## src/design/tomasulo_settings.svh

```systemverilog
// Tomasulo execute cluster widths and reservation-station size
`ifndef TOMASULO_SETTINGS_SVH
`define TOMASULO_SETTINGS_SVH

// ROB tag width, tag 0 means no tag
`define TAG_BITS 4

// Reservation-station entries, 2 to 8
`define RS_ENTRIES 4

// Operand and result width
`define DATA_BITS 32

// Shift amount taken from low bits of operand B
`define SHAMT_BITS 5

`endif

```

## src/design/tomasulo_pkg.sv

```systemverilog
// Shared opcode, ALU function and ALU state types for the execute cluster
package tomasulo_pkg;

    // Dispatch opcode as seen on the external port
    typedef enum logic [2:0] {
        OP_ADD,
        OP_SUB,
        OP_AND,
        OP_OR,
        OP_XOR,
        OP_SLT,
        OP_SLL,
        OP_SRL
    } op_code;

    // Function held in an entry and run by the ALU
    typedef enum logic [2:0] {
        ALU_ADD, // Reset value of an entry
        ALU_SUB,
        ALU_AND,
        ALU_OR,
        ALU_XOR,
        ALU_SLT,
        ALU_SLL,
        ALU_SRL
    } alu_func;

    // ALU control FSM
    typedef enum logic [1:0] {
        ALU_IDLE,
        ALU_SHIFT, // Bit-serial shift in progress
        ALU_DONE   // Result valid toward CDB stage
    } alu_state;

endpackage

```

## src/design/alu_execute.sv

```systemverilog
// Execute stage with single-cycle logic ops and bit-serial shifts
`include "tomasulo_settings.svh"

module alu_execute import tomasulo_pkg::*; (
    input  logic                  clock,
    input  logic                  reset,
    input  logic                  issue_valid,
    input  logic [`DATA_BITS-1:0] issue_opa,
    input  logic [`DATA_BITS-1:0] issue_opb,
    input  logic [`TAG_BITS-1:0]  issue_tag,
    input  alu_func               issue_func,
    output logic                  alu_busy,
    output logic                  done,
    output logic [`TAG_BITS-1:0]  done_tag,
    output logic [`DATA_BITS-1:0] done_value
);

    alu_state               state, state_next;
    logic [`DATA_BITS-1:0]  work;        // Result, or shift operand in flight
    logic [`SHAMT_BITS-1:0] count;       // Shift steps left
    logic                   shift_left;
    logic [`TAG_BITS-1:0]   tag_q;
    logic                   is_shift;
    logic [`DATA_BITS-1:0]  quick_result;

    // Zero-amount shifts finish like a logic op
    assign is_shift   = issue_func inside {ALU_SLL, ALU_SRL} &&
                        issue_opb[`SHAMT_BITS-1:0] != '0;
    assign alu_busy   = state == ALU_SHIFT;
    assign done       = state == ALU_DONE;
    assign done_tag   = tag_q;
    assign done_value = work;

    // Single-cycle functions
    always_comb begin
        case (issue_func)
            ALU_ADD: quick_result = issue_opa + issue_opb;
            ALU_SUB: quick_result = issue_opa - issue_opb;
            ALU_AND: quick_result = issue_opa & issue_opb;
            ALU_OR:  quick_result = issue_opa | issue_opb;
            ALU_XOR: quick_result = issue_opa ^ issue_opb;
            ALU_SLT: quick_result = {{(`DATA_BITS - 1){1'b0}},
                                     $signed(issue_opa) < $signed(issue_opb)};
            default: quick_result = issue_opa; // Shifts start from opa
        endcase
    end

    //////////////////////////////////////////////////////////////////////
    // Control FSM
    //////////////////////////////////////////////////////////////////////

    always_comb begin
        state_next = state;
        case (state)
            ALU_SHIFT: if (count == 1) state_next = ALU_DONE; // Last step on this edge
            default: begin // Idle and done both accept an issue
                if (issue_valid)
                    state_next = is_shift ? ALU_SHIFT : ALU_DONE;
                else
                    state_next = ALU_IDLE;
            end
        endcase
    end

    always_ff @(posedge clock) begin
        if (reset)
            state <= ALU_IDLE;
        else
            state <= state_next;
    end

    //////////////////////////////////////////////////////////////////////
    // Datapath
    //////////////////////////////////////////////////////////////////////

    always_ff @(posedge clock) begin
        if (issue_valid) begin
            work       <= quick_result;
            count      <= issue_opb[`SHAMT_BITS-1:0];
            shift_left <= issue_func == ALU_SLL;
            tag_q      <= issue_tag;
        end else if (alu_busy) begin
            work  <= shift_left ? work << 1 : work >> 1; // One bit per cycle
            count <= count - 1'b1;
        end
    end

    // Issue select must hold off while a shift runs
    a_no_issue_busy: assert property (
        @(posedge clock) disable iff (reset) alu_busy |-> !issue_valid
    ) else $error("issue while ALU busy");

endmodule

```

## src/design/cdb_result.sv

```systemverilog
// Result stage that drives the CDB and keeps per-tag done bits and values
`include "tomasulo_settings.svh"

module cdb_result (
    input  logic                  clock,
    input  logic                  reset,
    input  logic                  done,
    input  logic [`TAG_BITS-1:0]  done_tag,
    input  logic [`DATA_BITS-1:0] done_value,
    input  logic                  dispatch_accept,
    input  logic [`TAG_BITS-1:0]  dispatch_tag,
    input  logic [`TAG_BITS-1:0]  opa_lookup_tag,
    input  logic [`TAG_BITS-1:0]  opb_lookup_tag,
    output logic                  cdb_valid,
    output logic [`TAG_BITS-1:0]  cdb_tag,
    output logic [`DATA_BITS-1:0] cdb_value,
    output logic                  opa_done,
    output logic                  opb_done,
    output logic [`DATA_BITS-1:0] opa_done_value,
    output logic [`DATA_BITS-1:0] opb_done_value
);

    localparam int TAGS = 2 ** `TAG_BITS;

    logic [TAGS-1:0]       tag_done;          // Result seen since last dispatch
    logic [`DATA_BITS-1:0] tag_value [TAGS];  // Last broadcast value per tag

    // CDB register stage
    always_ff @(posedge clock) begin
        if (reset)
            cdb_valid <= 1'b0;
        else
            cdb_valid <= done;
        cdb_tag   <= done_tag;
        cdb_value <= done_value;
    end

    always_ff @(posedge clock) begin
        if (reset) begin
            tag_done <= '0;
        end else begin
            if (cdb_valid)
                tag_done[cdb_tag] <= 1'b1;
            if (dispatch_accept)
                tag_done[dispatch_tag] <= 1'b0; // Reused tag goes stale
        end
    end

    always_ff @(posedge clock) begin
        if (cdb_valid)
            tag_value[cdb_tag] <= cdb_value;
    end

    // Lookup ports for dispatch
    assign opa_done       = tag_done[opa_lookup_tag];
    assign opb_done       = tag_done[opb_lookup_tag];
    assign opa_done_value = tag_value[opa_lookup_tag];
    assign opb_done_value = tag_value[opb_lookup_tag];

    // Every broadcast traces back to a nonzero dispatch tag
    a_tag_nonzero: assert property (
        @(posedge clock) disable iff (reset) cdb_valid |-> cdb_tag != '0
    ) else $error("CDB broadcast with tag 0");

endmodule

```

## src/design/dispatch_decode.sv

```systemverilog
// Dispatch decode stage that resolves operands and picks a free entry
`include "tomasulo_settings.svh"

module dispatch_decode import tomasulo_pkg::*; (
    input  logic                   dispatch_valid,
    input  op_code                 dispatch_op,
    input  logic [`TAG_BITS-1:0]   dispatch_tag,
    input  logic [`DATA_BITS-1:0]  opa_in,
    input  logic [`DATA_BITS-1:0]  opb_in,
    input  logic                   opa_valid,
    input  logic                   opb_valid,
    input  logic [`RS_ENTRIES-1:0] entry_avail,
    input  logic                   cdb_valid,
    input  logic [`TAG_BITS-1:0]   cdb_tag,
    input  logic [`DATA_BITS-1:0]  cdb_value,
    input  logic                   opa_done,
    input  logic                   opb_done,
    input  logic [`DATA_BITS-1:0]  opa_done_value,
    input  logic [`DATA_BITS-1:0]  opb_done_value,
    output logic [`TAG_BITS-1:0]   opa_lookup_tag,
    output logic [`TAG_BITS-1:0]   opb_lookup_tag,
    output logic                   dispatch_ready,
    output logic [`RS_ENTRIES-1:0] entry_load,
    output alu_func                dec_func,
    output logic [`DATA_BITS-1:0]  dec_opa,
    output logic [`DATA_BITS-1:0]  dec_opb,
    output logic                   dec_opa_valid,
    output logic                   dec_opb_valid,
    output logic [`TAG_BITS-1:0]   dec_opa_tag,
    output logic [`TAG_BITS-1:0]   dec_opb_tag,
    output logic [`TAG_BITS-1:0]   dec_dest_tag
);

    // Returns {valid, value}; bypass beats table, table beats waiting
    function automatic logic [`DATA_BITS:0] resolve(
        input logic [`DATA_BITS-1:0] op,
        input logic                  op_valid,
        input logic                  done,
        input logic [`DATA_BITS-1:0] done_value
    );
        if (op_valid)
            return {1'b1, op};
        if (cdb_valid && cdb_tag == op[`TAG_BITS-1:0])
            return {1'b1, cdb_value}; // Producer broadcasting right now
        if (done)
            return {1'b1, done_value}; // Producer finished earlier
        return {1'b0, op}; // Still waiting on the tag
    endfunction

    assign opa_lookup_tag = opa_in[`TAG_BITS-1:0];
    assign opb_lookup_tag = opb_in[`TAG_BITS-1:0];
    assign dispatch_ready = |entry_avail; // Any slot free
    assign dec_dest_tag   = dispatch_tag;

    always_comb begin
        {dec_opa_valid, dec_opa} = resolve(opa_in, opa_valid, opa_done, opa_done_value);
        {dec_opb_valid, dec_opb} = resolve(opb_in, opb_valid, opb_done, opb_done_value);
        dec_opa_tag = dec_opa_valid ? '0 : opa_lookup_tag; // Tag kept only if waiting
        dec_opb_tag = dec_opb_valid ? '0 : opb_lookup_tag;

        case (dispatch_op)
            OP_ADD:  dec_func = ALU_ADD;
            OP_SUB:  dec_func = ALU_SUB;
            OP_AND:  dec_func = ALU_AND;
            OP_OR:   dec_func = ALU_OR;
            OP_XOR:  dec_func = ALU_XOR;
            OP_SLT:  dec_func = ALU_SLT;
            OP_SLL:  dec_func = ALU_SLL;
            default: dec_func = ALU_SRL;
        endcase

        // Downward scan so the lowest free entry wins
        entry_load = '0;
        for (int i = `RS_ENTRIES - 1; i >= 0; i--) begin
            if (entry_avail[i]) begin
                entry_load    = '0;
                entry_load[i] = dispatch_valid;
            end
        end

        // Tag 0 marks a free entry, so it can never name a destination
        assert final (!dispatch_valid || dispatch_tag != '0)
            else $error("dispatch with destination tag 0");
    end

endmodule

```

## src/design/issue_select.sv

```systemverilog
// Issue select that grants the lowest ready entry to the ALU
`include "tomasulo_settings.svh"

module issue_select import tomasulo_pkg::*; (
    input  logic [`RS_ENTRIES-1:0] entry_ready,
    input  logic [`DATA_BITS-1:0]  entry_opa [`RS_ENTRIES],
    input  logic [`DATA_BITS-1:0]  entry_opb [`RS_ENTRIES],
    input  alu_func                entry_func [`RS_ENTRIES],
    input  logic [`TAG_BITS-1:0]   entry_tag [`RS_ENTRIES],
    input  logic                   alu_busy,
    output logic [`RS_ENTRIES-1:0] entry_free,
    output logic                   issue_valid,
    output logic [`DATA_BITS-1:0]  issue_opa,
    output logic [`DATA_BITS-1:0]  issue_opb,
    output alu_func                issue_func,
    output logic [`TAG_BITS-1:0]   issue_tag
);

    always_comb begin
        // Fixed priority with the lowest index scanned last so it wins
        entry_free = '0;
        for (int i = `RS_ENTRIES - 1; i >= 0; i--) begin
            if (entry_ready[i]) begin
                entry_free    = '0;
                entry_free[i] = !alu_busy; // Hold all while ALU shifts
            end
        end
        issue_valid = |entry_free;

        // One-hot mux of the granted entry
        issue_opa  = '0;
        issue_opb  = '0;
        issue_func = ALU_ADD;
        issue_tag  = '0;
        for (int i = 0; i < `RS_ENTRIES; i++) begin
            if (entry_free[i]) begin
                issue_opa  = entry_opa[i];
                issue_opb  = entry_opb[i];
                issue_func = entry_func[i];
                issue_tag  = entry_tag[i];
            end
        end

        // A ready entry always holds a live destination tag
        assert final (!issue_valid || issue_tag != '0)
            else $error("issue of an entry with no destination tag");
    end

endmodule

```

## src/design/rs_entry.sv

```systemverilog
// Reservation-station entry that waits on CDB tags until both operands are ready
`include "tomasulo_settings.svh"

module rs_entry import tomasulo_pkg::*; (
    input  logic                  clock,
    input  logic                  reset,
    input  logic                  load,
    input  alu_func               dec_func,
    input  logic [`DATA_BITS-1:0] dec_opa,
    input  logic [`DATA_BITS-1:0] dec_opb,
    input  logic                  dec_opa_valid,
    input  logic                  dec_opb_valid,
    input  logic [`TAG_BITS-1:0]  dec_opa_tag,
    input  logic [`TAG_BITS-1:0]  dec_opb_tag,
    input  logic [`TAG_BITS-1:0]  dec_dest_tag,
    input  logic                  free,
    input  logic                  cdb_valid,
    input  logic [`TAG_BITS-1:0]  cdb_tag,
    input  logic [`DATA_BITS-1:0] cdb_value,
    output logic                  ready,
    output logic                  avail,
    output logic [`DATA_BITS-1:0] opa_out,
    output logic [`DATA_BITS-1:0] opb_out,
    output alu_func               func_out,
    output logic [`TAG_BITS-1:0]  tag_out
);

    logic [`DATA_BITS-1:0] opa_q, opb_q;       // Operand values
    logic [`TAG_BITS-1:0]  opa_tag, opb_tag;   // Producer tags while waiting
    logic [`TAG_BITS-1:0]  dest_tag;           // Nonzero while occupied
    logic                  opa_ok, opb_ok;     // Operand holds a value
    alu_func               func_q;
    logic                  in_use;
    logic                  grab_a, grab_b;

    assign in_use   = dest_tag != '0;
    assign avail    = !in_use;
    assign ready    = in_use && opa_ok && opb_ok; // ALU busy gate is in issue_select
    assign opa_out  = opa_q;
    assign opb_out  = opb_q;
    assign func_out = func_q;
    assign tag_out  = dest_tag;

    // Snoop the CDB for our producers
    assign grab_a = in_use && !opa_ok && cdb_valid && cdb_tag == opa_tag;
    assign grab_b = in_use && !opb_ok && cdb_valid && cdb_tag == opb_tag;

    always_ff @(posedge clock) begin
        if (reset || (free && !load)) begin
            opa_q    <= '0;
            opb_q    <= '0;
            opa_tag  <= '0;
            opb_tag  <= '0;
            dest_tag <= '0;
            opa_ok   <= 1'b0;
            opb_ok   <= 1'b0;
            func_q   <= ALU_ADD;
        end else if (load && !in_use) begin
            opa_q    <= dec_opa;
            opb_q    <= dec_opb;
            opa_tag  <= dec_opa_tag;
            opb_tag  <= dec_opb_tag;
            dest_tag <= dec_dest_tag;
            opa_ok   <= dec_opa_valid;
            opb_ok   <= dec_opb_valid;
            func_q   <= dec_func;
        end else begin
            if (grab_a) begin
                opa_q  <= cdb_value;
                opa_ok <= 1'b1;
            end
            if (grab_b) begin
                opb_q  <= cdb_value;
                opb_ok <= 1'b1;
            end
        end
    end

    // Decode loads only free slots and issue frees only busy ones
    a_no_load_and_free: assert property (
        @(posedge clock) disable iff (reset) !(load && free)
    ) else $error("entry loaded and freed in the same cycle");

endmodule

```

## src/design/tomasulo_core.sv

```systemverilog
// Out-of-order execute cluster with reservation station, ALU and CDB
`include "tomasulo_settings.svh"

module tomasulo_core import tomasulo_pkg::*; (
    input  logic                  clock,
    input  logic                  reset,
    input  logic                  dispatch_valid,
    input  op_code                dispatch_op,
    input  logic [`TAG_BITS-1:0]  dispatch_tag,
    input  logic [`DATA_BITS-1:0] opa_in,
    input  logic [`DATA_BITS-1:0] opb_in,
    input  logic                  opa_valid,
    input  logic                  opb_valid,
    output logic                  dispatch_ready,
    output logic                  cdb_valid,
    output logic [`TAG_BITS-1:0]  cdb_tag,
    output logic [`DATA_BITS-1:0] cdb_value
);

    //////////////////////////////////////////////////////////////////////
    // Interconnect
    //////////////////////////////////////////////////////////////////////

    logic [`TAG_BITS-1:0]   opa_lookup_tag, opb_lookup_tag;
    logic                   opa_done, opb_done;
    logic [`DATA_BITS-1:0]  opa_done_value, opb_done_value;
    logic [`RS_ENTRIES-1:0] entry_load, entry_free, entry_ready, entry_avail;
    alu_func                dec_func;
    logic [`DATA_BITS-1:0]  dec_opa, dec_opb;
    logic                   dec_opa_valid, dec_opb_valid;
    logic [`TAG_BITS-1:0]   dec_opa_tag, dec_opb_tag, dec_dest_tag;
    logic [`DATA_BITS-1:0]  entry_opa [`RS_ENTRIES];
    logic [`DATA_BITS-1:0]  entry_opb [`RS_ENTRIES];
    alu_func                entry_func [`RS_ENTRIES];
    logic [`TAG_BITS-1:0]   entry_tag [`RS_ENTRIES];
    logic                   issue_valid, alu_busy, done;
    logic [`DATA_BITS-1:0]  issue_opa, issue_opb, done_value;
    alu_func                issue_func;
    logic [`TAG_BITS-1:0]   issue_tag, done_tag;
    logic                   dispatch_accept;

    assign dispatch_accept = dispatch_valid && dispatch_ready;

    dispatch_decode u_decode (.*);

    for (genvar i = 0; i < `RS_ENTRIES; i++) begin : g_rs
        rs_entry u_entry (
            .clock, .reset,
            .load(entry_load[i]),
            .dec_func, .dec_opa, .dec_opb, .dec_opa_valid, .dec_opb_valid,
            .dec_opa_tag, .dec_opb_tag, .dec_dest_tag,
            .free(entry_free[i]),
            .cdb_valid, .cdb_tag, .cdb_value,
            .ready(entry_ready[i]),
            .avail(entry_avail[i]),
            .opa_out(entry_opa[i]),
            .opb_out(entry_opb[i]),
            .func_out(entry_func[i]),
            .tag_out(entry_tag[i])
        );
    end

    issue_select u_select (.*);

    alu_execute u_alu (.*);

    cdb_result u_cdb (.*);

endmodule

```

## config.mk

```make
export PLATFORM = sky130hd
export DESIGN_NAME = tomasulo_core
export DESIGN_NICKNAME = d
export VERILOG_FILES = /design/src/design/tomasulo_pkg.sv /design/src/design/alu_execute.sv /design/src/design/cdb_result.sv /design/src/design/dispatch_decode.sv /design/src/design/issue_select.sv /design/src/design/rs_entry.sv /design/src/design/tomasulo_core.sv
export VERILOG_INCLUDE_DIRS = /design/src /design/src/design
export SDC_FILE = /design/constraint.sdc
export NUM_CORES = 2
export LEC_CHECK = 0
export BUFFER_PORTS_ARGS = -buffer_cell sky130_fd_sc_hd__buf_2
export CAP_MARGIN = 20
export CORE_MARGIN = 2
export CORE_UTILIZATION = 50
export CTS_CLUSTER_SIZE = 12
export DETAILED_ROUTE_END_ITERATION = 8
export PLACE_DENSITY = 0.77
export RECOVER_POWER = 25
export SYNTH_ARGS = -nofsm -noshare
export SYNTH_HDL_FRONTEND = slang
export SYNTH_SLANG_ARGS = --single-unit
```

## constraint.sdc

```tcl
create_clock -name clock -period 6.7 [get_ports clock]
set_clock_uncertainty 0.2 [all_clocks]
set_input_delay 0.335 -clock clock [delete_from_list [all_inputs] [get_ports clock]]
set_output_delay 0.335 -clock clock [all_outputs]
set_load 0.01 [all_outputs]
```

==> run_results.csv <==
group,metric,value,unit
status,status,"finished, violations left",
status,failed_checks,"max-capacitance violations, max-slew violations",
synthesis,syn-num-nets,4351,
global_route,grt_pass1_wl,234,mm
layout,finalNetCount,4307,
routing,vias_per_cell,6.88,
worst_setup_path,crit_arrival,6.26,ns
die,io_pins,114,
sta,worst_pin_slew,1.52,ns
global_route,overflow,0,
synthesis,netlist_area,49200,um2
routing,postRouteAntennaNets,0,
global_route,grt_pass1_vias,36718,
power,leakage,19.9,nW
die,initial_core_util,50.2,%
die,dieArea,101000,um2
global_route,grt_max_degree,132,
cts,cts_tree,"yes",
routing,wirelength,156,mm
die,core,98000,um2
global_route,gr-usage-all-layers,30.3,%
place,place_hpwl,93.1,mm
cts,root_buffer,"clkbuf_16",
place,io_buffers,113,
cts,clk_latency,0.69,ns
routing,first_pass_iters,6,
cts,cts_buffer_depth,3,
synthesis,synth_commonest_cells,"edfxtp_1, nor2_1, dfxtp_1",
synthesis,ys_warn_count,0,
run,drv_cap,2,
cts,cts_buffers,95,
synthesis,dominantRegCellSynth,"edfxtp_1",
sta,fmax,165,MHz
die,rows,115,
sta,setup_viol,0,
synthesis,synth_area_per_cell,11.8,um2
synthesis,yosysTopAreaCellShare,33.8,%
cts,cts_setup_buffers,0,
sta,fin_setup_tns,0,ns
layout,drive_above_1_share,17.2,%
power,ir_drop,0.242,mV
cts,cts.reportedPaths.clkPinSlew,0.06,ns
sta,min_period,6.04,ns
power,powerDensity,238,nW/um2
synthesis,async_flop_share,0,%
synthesis,synth_seq_area_share,49.2,%
worst_setup_path,required,6.91,ns
worst_setup_path,r2r_slack,0.66,ns
cts,htree_levels,3,
die,die_w,318,um
sta,slew_viol_final,56,
synthesis,synth_top_cell_by_area,"edfxtp_1",
place,routabilityCongestion,0.948,
sta,period_share,90.2,%
synthesis,synth_area_leaders,"edfxtp_1, dfxtp_1, mux4_2, mux2i_1, a211oi_1",
sta,worst_hold_slack,0.0253,ns
worst_setup_path,cp-start-kind,"flop",
routing,drc,0,
worst_setup_path,endpoint_kind,"flop",
die,die_y,318,um
hold_path,hp-class,"input pin to flop",
power,power.total,0.0129,W
routing,vias,37711,
sta,hold_viol_final,0,
synthesis,synth-edff-count,554,
synthesis,synth.most_common_cell,"edfxtp_1",
layout,area.growth.synth_to_final,9.94,%
global_route,antenna_found_initial,4,
cts,clkSinkCount,933,
worst_setup_path,critPathKind,"flop to flop",
place,dpl_worst_slack,0.745,ns
synthesis,yosys_register_bits,933,
routing,drt_iter0_drc,5266,
synthesis,yosysUniqueCellTypes,89,
routing,routedWlPerCell,28.5,um
sta,rsz0062_at_grt,"no",
worst_setup_path,cp_max_fo,28,
sta,slew_headroom,-1.08,%
synthesis,syn_inst,4168,
sta,worst_slack,0.657,ns
==> cell families after synthesis <==
logic type	share of synthesized area [%]
AOI/OAI and AO/OA	13.0
adders and majority gates	2.75
muxes	21.0
and+or+nand+nor	8.94
DFF	49.2
xor gates and xnor gates	1.14
buffers and inverters	3.96
==> through the flow <==
stage	util, %	instance area (um2)	instances
after floorplan	-	49200	4168
after global placement	52.1	51000	5288
after detailed placement	52.1	51000	5289
after CTS	55.3	54200	5476
after global routing	55.2	54100	5477
final	55.2	54100	5478
==> what timing repair did <==
| action | 4_1_cts | 5_1_grt |
|---|---|---|
| endpoints found under the setup margin | 0 | 0 |
| endpoints found under the hold margin | 83 | 0 |
| gates resized for setup | 0 | 0 |
| hold buffers | 24 | 0 |
==> layer usage <==
layer / GRT usage (%) / vias up / wire length (um)
li1: - / 15848 / -
met1: 40.6 / 18557 / 58300
met2: 47.5 / 2752 / 72000
met3: 6.04 / 552 / 18400
met4: 14.4 / 2 / 7480
met5: 0 / - / 11
==> critical path: stages, from the launching register on <==
cell	delay, ns
dfxtp_1	0.34
or4_1	0.70
nand3_2	0.25
nor2_4	0.15
buf_12	0.23
a22o_1	0.25
a221oi_1	0.51
inv_1	0.14
ha_1	0.54
nand3_1	0.19
nor4_1	0.55
o211ai_1	0.28
nand3_1	0.20
o31ai_1	0.17
o21ai_0	0.45
nand3_1	0.20
mux2i_1	0.15
o21ai_0	0.16
a31oi_1	0.09
==> area by class of cell <==
class                      instances  area, um2
clock buffer                     145       2740
multi-input combinational       2742      23300
tap                             1287       1610
sequential                       933      24200
clock inverter                    18        148
inverter                         105        394
antenna                            1       2.50
timing repair buffer             247       1690
fill                            7756      43900
==> state kept, by name, indices dropped and copies added, names as in the netlist <==
| register | flops |
|---|---|
| u_alu.done_tag | 4 |
| g_rs.u_entry.tag_out | 16 |
| g_rs.u_entry.func_out | 12 |
| u_cdb.tag_value | 512 |
| g_rs.u_entry.opb_out | 128 |
| u_alu.count | 5 |
| g_rs.u_entry.opa_tag | 16 |
| u_cdb.cdb_value | 32 |
| g_rs.u_entry.opb_ok | 4 |
| u_alu.state | 2 |
| g_rs.u_entry.opa_out | 128 |
| g_rs.u_entry.opb_tag | 16 |
| u_alu.shift_left | 1 |
| u_cdb.cdb_valid | 1 |
| g_rs.u_entry.opa_ok | 4 |
| u_cdb.tag_done | 16 |
| u_cdb.cdb_tag | 4 |
| u_alu.done_value | 32 |
==> layout by cell type, fill, tap and decap left out, types with 50 or more instances in the layout <==
master     netlist  final
clkbuf_1       292     60
mux2i_1        297    297
nand3_1         53     50
ha_1           105    105
a211oi_1       289    289
buf_4            6     83
buf_2           54    107
o21ai_0        100    100
mux4_2         322    322
clkbuf_16        0    100
nor2_1         458    444
a21oi_1        242    241
dfxtp_1        379    379
edfxtp_1       554    554
inv_1          103    103
nand2_1        275    273
==> worst paths after layout <==
| path | cells after the start | startpoint | endpoint |
|---|---|---|---|
| max reg2reg | 18 | g_rs[0].u_entry.tag_out[3]$_SDFFE_PP0P_ | u_alu.done_value[31]$_DFFE_PP_ |
| min reg2reg | 0 | u_alu.done_tag[3]$_DFFE_PN_ | u_cdb.cdb_tag[3]$_DFF_P_ |
| min | 5 | opa_in[9] | g_rs[2].u_entry.opa_out[9]$_SDFFE_PP0P_ |
| max | 18 | g_rs[0].u_entry.tag_out[3]$_SDFFE_PP0P_ | u_alu.done_value[31]$_DFFE_PP_ |
==> where the power goes <==
| part | leakage, nW | internal, W | switching (W) | total, W |
|---|---|---|---|---|
| sequential | 8.07 | 0.00625 | 0.000128 | 0.00637 |
| clock | 1.41 | 0.00282 | 0.00228 | 0.00510 |
| combinational | 10.5 | 0.000545 | 0.000838 | 0.00138 |
Power figures use the tool's default switching activity.
